<file path="src/common/mdom_defines.svh">
/*
 * Shared widths, channel count, firmware version and register addresses
 * for the mDOM slow-control path. Include wherever one of these is needed.
 */
`ifndef MDOM_DEFINES_SVH
`define MDOM_DEFINES_SVH

// channel count and discriminator samples per lclk
`define MDOM_N_CHANNELS 4
`define MDOM_DISCR_BITS 8

// parallel bus widths
`define MDOM_ADDR_BITS 12
`define MDOM_DATA_BITS 16

// returned by the version register
`define MDOM_FW_VNUM 16'h000e

// register addresses
`define MDOM_ADR_VNUM             12'hfff
`define MDOM_ADR_SCALER_RST       12'hbe9
`define MDOM_ADR_SCALER_PERIOD_HI 12'hbba
`define MDOM_ADR_SCALER_PERIOD_LO 12'hbb9
// channel select, taken modulo the channel count
`define MDOM_ADR_SCALER_SEL       12'hbb8
`define MDOM_ADR_SCALER_RB_HI     12'hbb7
`define MDOM_ADR_SCALER_RB_LO     12'hbb6

`endif

</file>
<file path="src/common/mdom_bus_pkg.sv">
/*
 * Types of the register bus between the parallel bus front end and the
 * register map. Modules import it inside their body.
 */
`include "mdom_defines.svh"

package mdom_bus_pkg;

  // bus address and data word
  typedef logic [`MDOM_ADDR_BITS-1:0] reg_addr_t;
  typedef logic [`MDOM_DATA_BITS-1:0] reg_data_t;

  // write request, strobe high for one lclk per bus write
  typedef struct packed {
    logic      strobe;
    reg_addr_t addr;
    reg_data_t data;
  } reg_wr_t;

  // read request
  // en is high for as long as the master reads
  typedef struct packed {
    logic      en;
    reg_addr_t addr;
  } reg_rd_t;

endpackage

</file>
<file path="src/common/mdom_scaler_pkg.sv">
/*
 * Types for the discriminator rate scalers: window configuration, the
 * per-lclk sample word and the count word as seen by the register map.
 */
`include "mdom_defines.svh"

package mdom_scaler_pkg;

  // window length in lclk cycles, 0 holds all scalers idle
  typedef struct packed {
    logic [31:0] period;
  } scaler_cfg_t;

  // one lclk of samples
  // bit 0 is the earliest
  typedef logic [`MDOM_DISCR_BITS-1:0] discr_word_t;

  // count word, or the same word as two bus halves for readback
  typedef union packed {
    logic [31:0] count;
    struct packed {
      mdom_bus_pkg::reg_data_t hi;
      mdom_bus_pkg::reg_data_t lo;
    } half;
  } scaler_count_u;

endpackage

</file>
<file path="src/hw/fmc/fmc_bus_frontend.sv">
/*
 * Front end of the FMC-style parallel bus from the microcontroller.
 * Synchronizes the write strobe, detects its falling edge and turns each
 * bus write into a one-cycle write request; reads pass through live.
 */
`timescale 1ns/1ps

module fmc_bus_frontend (
  input  logic                    lclk,
  input  logic                    lclk_rst,
  input  mdom_bus_pkg::reg_addr_t i_fmc_a,
  input  mdom_bus_pkg::reg_data_t i_fmc_din,
  input  logic                    i_fmc_cen_n,
  input  logic                    i_fmc_oen_n,
  input  logic                    i_fmc_wen_n,
  output mdom_bus_pkg::reg_wr_t   o_wr,
  output mdom_bus_pkg::reg_rd_t   o_rd
);
  import mdom_bus_pkg::*;

  // two-stage synchronizer on wen
  logic      wen_s1;
  logic      wen_s2;
  // edge detector with its delayed copy and registered pulse
  logic      wen_s2_d;
  logic      wen_fall;
  // write-side copies of the bus
  logic      cen_q;
  reg_addr_t addr_q;
  reg_data_t data_q;

  // idle level of wen is high, so no edge is seen out of reset
  always_ff @(posedge lclk) begin
    if (lclk_rst) begin
      wen_s1   <= 1'b1;
      wen_s2   <= 1'b1;
      wen_s2_d <= 1'b1;
      wen_fall <= 1'b0;
    end else begin
      wen_s1   <= i_fmc_wen_n;
      wen_s2   <= wen_s1;
      wen_s2_d <= wen_s2;
      // high for one cycle after the 3rd edge
      wen_fall <= wen_s2_d & ~wen_s2;
    end
  end

  // chip enable registered alongside address and data
  always_ff @(posedge lclk) begin
    if (lclk_rst) begin
      cen_q <= 1'b1;
    end else begin
      cen_q <= i_fmc_cen_n;
    end
  end

  always_ff @(posedge lclk) begin
    addr_q <= i_fmc_a;
    data_q <= i_fmc_din;
  end

  // one write per wen fall as burst writes are not supported
  assign o_wr.strobe = wen_fall & ~cen_q;
  assign o_wr.addr   = addr_q;
  assign o_wr.data   = data_q;

  // reads use the live address
  assign o_rd.en   = ~i_fmc_oen_n & ~i_fmc_cen_n;
  assign o_rd.addr = i_fmc_a;

endmodule

</file>
<file path="src/hw/mdom_slow_ctrl_top.sv">
/*
 * Top level of the mDOM slow-control path. The bus front end feeds the
 * register map, which configures one rate scaler per channel and reads
 * their counts back. Pad and tristate control stay outside.
 */
`timescale 1ns/1ps
`include "mdom_defines.svh"

module mdom_slow_ctrl_top (
  input  logic                         lclk,
  input  logic                         lclk_rst,
  input  mdom_bus_pkg::reg_addr_t      i_fmc_a,
  input  mdom_bus_pkg::reg_data_t      i_fmc_din,
  input  logic                         i_fmc_cen_n,
  input  logic                         i_fmc_oen_n,
  input  logic                         i_fmc_wen_n,
  input  mdom_scaler_pkg::discr_word_t i_discr [`MDOM_N_CHANNELS],
  output mdom_bus_pkg::reg_data_t      o_fmc_dout
);
  import mdom_bus_pkg::*;
  import mdom_scaler_pkg::*;

  // front end to register map
  reg_wr_t                     bus_wr;
  reg_rd_t                     bus_rd;
  // register map to scalers
  scaler_cfg_t                 scaler_cfg;
  logic [`MDOM_N_CHANNELS-1:0] scaler_rst;
  // scaler counts back to the register map
  logic [31:0]                 counts [`MDOM_N_CHANNELS];

  fmc_bus_frontend frontend_i (
    .lclk        (lclk),
    .lclk_rst    (lclk_rst),
    .i_fmc_a     (i_fmc_a),
    .i_fmc_din   (i_fmc_din),
    .i_fmc_cen_n (i_fmc_cen_n),
    .i_fmc_oen_n (i_fmc_oen_n),
    .i_fmc_wen_n (i_fmc_wen_n),
    .o_wr        (bus_wr),
    .o_rd        (bus_rd)
  );

  slow_ctrl_regs regs_i (
    .lclk         (lclk),
    .lclk_rst     (lclk_rst),
    .i_wr         (bus_wr),
    .i_rd         (bus_rd),
    .i_counts     (counts),
    .o_fmc_dout   (o_fmc_dout),
    .o_scaler_cfg (scaler_cfg),
    .o_scaler_rst (scaler_rst)
  );

  // one scaler per channel, sharing the window configuration
  for (genvar ch = 0; ch < `MDOM_N_CHANNELS; ch++) begin : g_scaler
    discr_scaler scaler_i (
      .lclk       (lclk),
      .lclk_rst   (lclk_rst),
      .i_rst_chan (scaler_rst[ch]),
      .i_cfg      (scaler_cfg),
      .i_discr    (i_discr[ch]),
      .o_count    (counts[ch])
    );
  end

endmodule

</file>
<file path="src/hw/regs/slow_ctrl_regs.sv">
/*
 * Slow-control register map. Decodes write requests into the scaler
 * period, reset mask and readback select, and drives the registered
 * readback word. A low-half scaler read snapshots the full count.
 */
`timescale 1ns/1ps
`include "mdom_defines.svh"

module slow_ctrl_regs (
  input  logic                          lclk,
  input  logic                          lclk_rst,
  input  mdom_bus_pkg::reg_wr_t         i_wr,
  input  mdom_bus_pkg::reg_rd_t         i_rd,
  input  logic [31:0]                   i_counts [`MDOM_N_CHANNELS],
  output mdom_bus_pkg::reg_data_t       o_fmc_dout,
  output mdom_scaler_pkg::scaler_cfg_t  o_scaler_cfg,
  output logic [`MDOM_N_CHANNELS-1:0]   o_scaler_rst
);
  import mdom_bus_pkg::*;
  import mdom_scaler_pkg::*;

  // stored width of the select register
  localparam int SEL_BITS = 5;
  // width of a channel index
  localparam int CH_BITS = (`MDOM_N_CHANNELS > 1) ? $clog2(`MDOM_N_CHANNELS) : 1;

  logic [31:0]                 period_q;
  logic [`MDOM_N_CHANNELS-1:0] rst_mask_q;
  logic [SEL_BITS-1:0]         sel_q;
  logic [CH_BITS-1:0]          chan;
  // live count of the selected channel
  scaler_count_u               sel_count;
  // count captured on the low-half read
  scaler_count_u               snap_q;
  reg_data_t                   rb_data;

  // write decode
  always_ff @(posedge lclk) begin
    if (lclk_rst) begin
      period_q   <= '0;
      rst_mask_q <= '0;
      sel_q      <= '0;
    end else if (i_wr.strobe) begin
      case (i_wr.addr)
        `MDOM_ADR_SCALER_PERIOD_HI: begin
          period_q[31:16] <= i_wr.data;
        end
        `MDOM_ADR_SCALER_PERIOD_LO: begin
          period_q[15:0] <= i_wr.data;
        end
        // only the channel bits are kept
        `MDOM_ADR_SCALER_RST: begin
          rst_mask_q <= i_wr.data[`MDOM_N_CHANNELS-1:0];
        end
        `MDOM_ADR_SCALER_SEL: begin
          sel_q <= i_wr.data[SEL_BITS-1:0];
        end
        default: begin
        end
      endcase
    end
  end

  assign o_scaler_cfg.period = period_q;
  assign o_scaler_rst        = rst_mask_q;

  // select wraps around the channel count
  assign chan            = CH_BITS'(sel_q % `MDOM_N_CHANNELS);
  assign sel_count.count = i_counts[chan];

  // readback mux on the request address
  always_comb begin
    rb_data = '0;
    case (i_rd.addr)
      `MDOM_ADR_VNUM: begin
        rb_data = `MDOM_FW_VNUM;
      end
      `MDOM_ADR_SCALER_PERIOD_HI: begin
        rb_data = period_q[31:16];
      end
      `MDOM_ADR_SCALER_PERIOD_LO: begin
        rb_data = period_q[15:0];
      end
      `MDOM_ADR_SCALER_SEL: begin
        rb_data = reg_data_t'(sel_q);
      end
      `MDOM_ADR_SCALER_RST: begin
        rb_data = reg_data_t'(rst_mask_q);
      end
      // high half always comes from the snapshot
      `MDOM_ADR_SCALER_RB_HI: begin
        rb_data = snap_q.half.hi;
      end
      // low half straight from the count being captured
      `MDOM_ADR_SCALER_RB_LO: begin
        rb_data = sel_count.half.lo;
      end
      // unmapped reads return zero
      default: begin
        rb_data = '0;
      end
    endcase
  end

  // registered readback and snapshot
  always_ff @(posedge lclk) begin
    if (lclk_rst) begin
      o_fmc_dout <= '0;
      snap_q     <= '0;
    end else begin
      // zero whenever no read is in progress
      o_fmc_dout <= i_rd.en ? rb_data : '0;
      if (i_rd.en && (i_rd.addr == `MDOM_ADR_SCALER_RB_LO)) begin
        snap_q <= sel_count;
      end
    end
  end

endmodule

</file>
<file path="src/hw/scaler/discr_scaler.sv">
/*
 * Rate scaler for one discriminator channel. Counts rising edges in the
 * 8-sample word of each lclk, including the edge across word boundaries,
 * and publishes the total once per programmable window.
 */
`timescale 1ns/1ps
`include "mdom_defines.svh"

module discr_scaler (
  input  logic                         lclk,
  input  logic                         lclk_rst,
  input  logic                         i_rst_chan,
  input  mdom_scaler_pkg::scaler_cfg_t i_cfg,
  input  mdom_scaler_pkg::discr_word_t i_discr,
  output logic [31:0]                  o_count
);
  import mdom_scaler_pkg::*;

  // enough bits to hold one word's edge count
  localparam int EDGE_BITS = $clog2(`MDOM_DISCR_BITS + 1);

  // last sample of the previous word
  logic                 prev_bit;
  discr_word_t          rise;
  logic [EDGE_BITS-1:0] n_edges;
  logic                 hold;
  logic [31:0]          win_cnt;
  logic [31:0]          acc;

  // sample i is compared against sample i-1, bit 0 against prev_bit
  assign rise = i_discr & ~{i_discr[`MDOM_DISCR_BITS-2:0], prev_bit};

  // popcount of rising edges
  always_comb begin
    n_edges = '0;
    for (int b = 0; b < `MDOM_DISCR_BITS; b++) begin
      n_edges = n_edges + EDGE_BITS'(rise[b]);
    end
  end

  // keeps tracking the input even while the channel is held
  always_ff @(posedge lclk) begin
    if (lclk_rst) begin
      prev_bit <= 1'b0;
    end else begin
      prev_bit <= i_discr[`MDOM_DISCR_BITS-1];
    end
  end

  // idle while masked or with no window set
  assign hold = i_rst_chan || (i_cfg.period == '0);

  // window counter and accumulator
  always_ff @(posedge lclk) begin
    if (lclk_rst) begin
      win_cnt <= '0;
      acc     <= '0;
      o_count <= '0;
    end else if (hold) begin
      // published count survives a channel reset
      win_cnt <= '0;
      acc     <= '0;
    end else if (win_cnt == i_cfg.period - 32'd1) begin
      // last cycle of the window includes its own edges
      o_count <= acc + 32'(n_edges);
      acc     <= '0;
      win_cnt <= '0;
    end else begin
      acc     <= acc + 32'(n_edges);
      win_cnt <= win_cnt + 32'd1;
    end
  end

endmodule

</file>
<file path="config.mk">
export PLATFORM = sky130hd
export DESIGN_NAME = mdom_slow_ctrl_top
export DESIGN_NICKNAME = d
export VERILOG_FILES = /design/src/common/mdom_bus_pkg.sv /design/src/common/mdom_scaler_pkg.sv /design/src/hw/fmc/fmc_bus_frontend.sv /design/src/hw/mdom_slow_ctrl_top.sv /design/src/hw/regs/slow_ctrl_regs.sv /design/src/hw/scaler/discr_scaler.sv
export VERILOG_INCLUDE_DIRS = /design/src /design/src/common
export SDC_FILE = /design/constraint.sdc
export NUM_CORES = 1
export LEC_CHECK = 0
export ABC_AREA = 0
export BUFFER_PORTS_ARGS = -buffer_cell sky130_fd_sc_hd__buf_2
export CAP_MARGIN = 20
export CORE_UTILIZATION = 57
export DETAILED_ROUTE_END_ITERATION = 8
export GPL_TIMING_DRIVEN = 0
export PLACE_DENSITY = 0.8
export SLEW_MARGIN = 10
export SYNTH_ARGS = -nofsm -noshare
export SYNTH_HDL_FRONTEND = slang
export SYNTH_SLANG_ARGS = --single-unit
</file>
<file path="constraint.sdc">
create_clock -name lclk -period 6.4 [get_ports lclk]
set_input_delay 1.28 -clock lclk [delete_from_list [all_inputs] [get_ports lclk]]
set_output_delay 1.28 -clock lclk [all_outputs]
set_load 0.05 [all_outputs]
</file>
==> results.json <==
{
  "finalNonFillerCells": 3879,
  "htree_levels": 2,
  "hold_depth": 2,
  "drive_gt1_share_pct": 11.6,
  "crit_end": "g_scaler[2].scaler_i.o_count[24]$_SDFFE_PP0P_",
  "slew_viol_final": 0,
  "ys_seq_elements": 494,
  "ctsResizeCount": 0,
  "drt_iter0_markers": 2513,
  "stdcell_area_um2": 30500,
  "r2r-start": "regs_i.o_scaler_cfg[0]$_SDFFE_PP0P_",
  "wl_met2_um": 47700,
  "worstPathRequired_ps": 6910,
  "place_area_um2": 28700,
  "synth_top_area_cell": "dfxtp_1",
  "grtUsageTotal_pct": 40.7,
  "num_rows": 80,
  "end_kind": "flop",
  "r2r_cells": 14,
  "clk_latency_ps": 630,
  "crit_path_start_kind": "input port",
  "r2r_end": "g_scaler[1].scaler_i.win_cnt[7]$_SDFF_PP0_",
  "ys_types": 90,
  "syn-instance-count": 3088,
  "fin_crit_ps": 6090,
  "cp_slowest_cell": "nor3_1",
  "ys_seq_area_share_pct": 36.0,
  "arrival_ps": 6600,
  "die_x_um": 222,
  "grt_pass1_vias": 24700,
  "syn_area_um2": 27500,
  "powerDensity_nw_per_um2": 212,
  "start_util_pct": 57.7,
  "final_hold_viol_count": 0,
  "synth-edff-count": 0,
  "critPathLaunch": "i_discr[8]",
  "hold_buffers": 0,
  "cap_violations": 0,
  "synth_common_cells": "494 x dfxtp_1, 281 x nor3_1, 258 x nor2_1",
  "cp_max_fo": 7,
  "run_status": "finished clean",
  "root_buffer": "clkbuf_16",
  "clk_path_buf_depth": 3,
  "nNetsFinal": 3343,
  "design.core.area_um2": 47600,
  "gp_congestion": 1.12,
  "cpPeakStageDelay_ps": 800,
  "holdWs_ps": 417,
  "grt_max_degree": 15,
  "antenna_found_initial": 1,
  "setup-violations-final": 0,
  "met1_length_um": 38800,
  "rsz0062_at_grt": "no",
  "p_leak_nw": 11.2,
  "setup_ws_ps": 309,
  "die-height_um": 222,
  "yosys-top-cells-area": "dfxtp_1 36%, xnor2_1 5.7%, xor2_1 5.5%",
  "drt_wl_total_um": 102000,
  "grt_pass1_wl_um": 150000,
  "reg2reg_slack_ps": 590,
  "grt.overflow.total": 0,
  "post-route-drc-count": 0,
  "first_pass_iters": 6,
  "drt-wirelength-per-cell_um": 26.2,
  "max-slew-margin-rel_pct": 19.6,
  "max_freq_mhz": 164,
  "postCtsSetupBuffers": 0,
  "synth_fp_nets": 3206,
  "yosysMostFrequentCell": "dfxtp_1",
  "period_share_pct": 95.2,
  "synthArstFlopShare_pct": 0,
  "wl_met3_um": 6450,
  "antenna_cells": 0,
  "yosys_warnings": 0,
  "ant_nets": 0,
  "dp_hpwl_um": 79900,
  "place_ws_ps": -321,
  "worst_slew_pin_slew_ps": 1190,
  "critical_path.most_common_cell": "fa_1",
  "area_delta_synth_final_pct": 10.7,
  "ir_worst_vdd_v": 0.000206,
  "cts_made_buffers": 51,
  "path_cells": "buf_2 > nor2b_1 > ha_1 > inv_1 > fa_1 > fa_1 > inv_1 > fa_1 > inv_1 > fa_1 > inv_1 > fa_1 > a21o_1 > a21oi_1 > or2_2 > nor3_1 > nand3_1 > xor2_1 > nor2_1 > mux2_2",
  "cts_sinks": 494,
  "post-place-cells": 3787,
  "dieArea_um2": 49100,
  "vias": 24800,
  "yosys_most_used_dff": "dfxtp_1",
  "ios": 81,
  "viasPerCell": 6.39,
  "clk_pin_slew_ps": 60,
  "hp-class": "reg -> reg",
  "top_layer": "met4",
  "synth_top_area_share_pct": 36.0,
  "io_buffers": 80,
  "fin_skew_ps": 16.3,
  "syn_avg_cell_area_um2": 8.91,
  "worstSetupPathType": "in -> reg",
  "cts_tree": "built"
}
## worst max-delay path, delay by kind of cell
family          cells  cell delay (ps)
mux                 1              280
fa+ha+maj           6             2390
xor+xnor            1              410
compound gates      2              260
buf+inv             5              430
simple gates        5             1530
## registers in the layout, indices dropped and copies added, names as in the netlist
register	cells
frontend_i.cen_q	1
g_scaler.scaler_i.prev_bit	4
g_scaler.scaler_i.acc	128
regs_i.o_scaler_rst	4
frontend_i.wen_fall	1
frontend_i.wen_s1	1
regs_i.snap_q	16
frontend_i.wen_s2	1
regs_i.o_scaler_cfg	32
g_scaler.scaler_i.o_count	128
g_scaler.scaler_i.win_cnt	128
regs_i.sel_q	5
frontend_i.wen_s2_d	1
frontend_i.data_q	16
frontend_i.addr_q	12
regs_i.o_fmc_dout	16
## per-stage QoR
step                util (%)  power, W  TNS [ps]
floorplan                  -   0.00332         0
global placement        60.2   0.00341     -5610
global route            63.9   0.00660         0
detailed placement      60.3   0.00343     -1590
CTS                     63.9   0.00646         0
finish                  63.9   0.00645         0
## layout by cell type, fill, tap and decap left out, types with 15 or more instances in the layout
cell type / instances
o21ai_0: 63
buf_2: 117
clkbuf_1: 169
or2_2: 16
clkbuf_16: 52
xnor2_1: 179
nand4_1: 75
nand2b_1: 55
o2111ai_1: 15
mux2i_1: 60
a21o_1: 16
ha_1: 33
mux4_2: 31
a21oi_1: 47
fa_1: 20
xor2_1: 173
nand3_1: 125
mux2_1: 27
inv_1: 67
nor2_1: 258
buf_1: 23
nor3_1: 281
and3_1: 46
or4_1: 25
o41ai_1: 21
or3_1: 25
mux2_2: 87
and4_1: 23
nor4_1: 58
nor2b_1: 157
a222oi_1: 15
dfxtp_1: 494
clkbuf_8: 17
nand2_1: 144
nor3b_1: 16
## where the power goes
| part | total (W) | internal (W) | leakage, nW | switching (W) |
|---|---|---|---|---|
| registers | 0.00310 | 0.00309 | 3.99 | 0.0000121 |
| clock network | 0.00309 | 0.00178 | 0.857 | 0.00131 |
| logic | 0.000263 | 0.000102 | 6.39 | 0.000161 |
| total | 0.00645 | 0.00496 | 11.2 | 0.00149 |
## layer usage
layer / track usage [%] / vias to the layer above
li1: - / 11300
met1: 47.9 / 12000
met2: 68.3 / 1211
met3: 4.80 / 375
met4: 30.7 / 0
met5: 0 / -
## kinds of logic after synthesis
kind of cell               synth area share [%]
AOI/OAI and AO/OA                          7.61
muxes                                      9.39
buffers and inverters                      4.55
xor gates and xnor gates                   12.4
DFF                                        36.0
adders and majority gates                  2.96
and+or+nand+nor                            27.1
## layout make-up
class                   instances  area [um^2]
flip-flops and latches        494         9890
multi-input cells            2296        16400
plain buffers                 231         1000
fillers                      3949        17200
well taps                     615          769
repair buffers                 84          433
clock inverters                13          165
clock buffers                  79         1570
inverters                      67          251
## worst min path at each step
stage	start	to	slack (ps)
after floorplan	frontend_i.wen_s1$_SDFF_PP1_	frontend_i.wen_s2$_SDFF_PP1_	390
after global placement	frontend_i.wen_s1$_SDFF_PP1_	frontend_i.wen_s2$_SDFF_PP1_	400
after detailed placement	frontend_i.wen_s2_d$_SDFF_PP1_	frontend_i.wen_fall$_SDFF_PP0_	410
after CTS	frontend_i.wen_s2_d$_SDFF_PP1_	frontend_i.wen_fall$_SDFF_PP0_	410
after global routing	frontend_i.wen_s1$_SDFF_PP1_	frontend_i.wen_s2$_SDFF_PP1_	450
final	frontend_i.wen_s2_d$_SDFF_PP1_	frontend_i.wen_fall$_SDFF_PP0_	420
No activity file was read; power rests on OpenSTA's default activity.
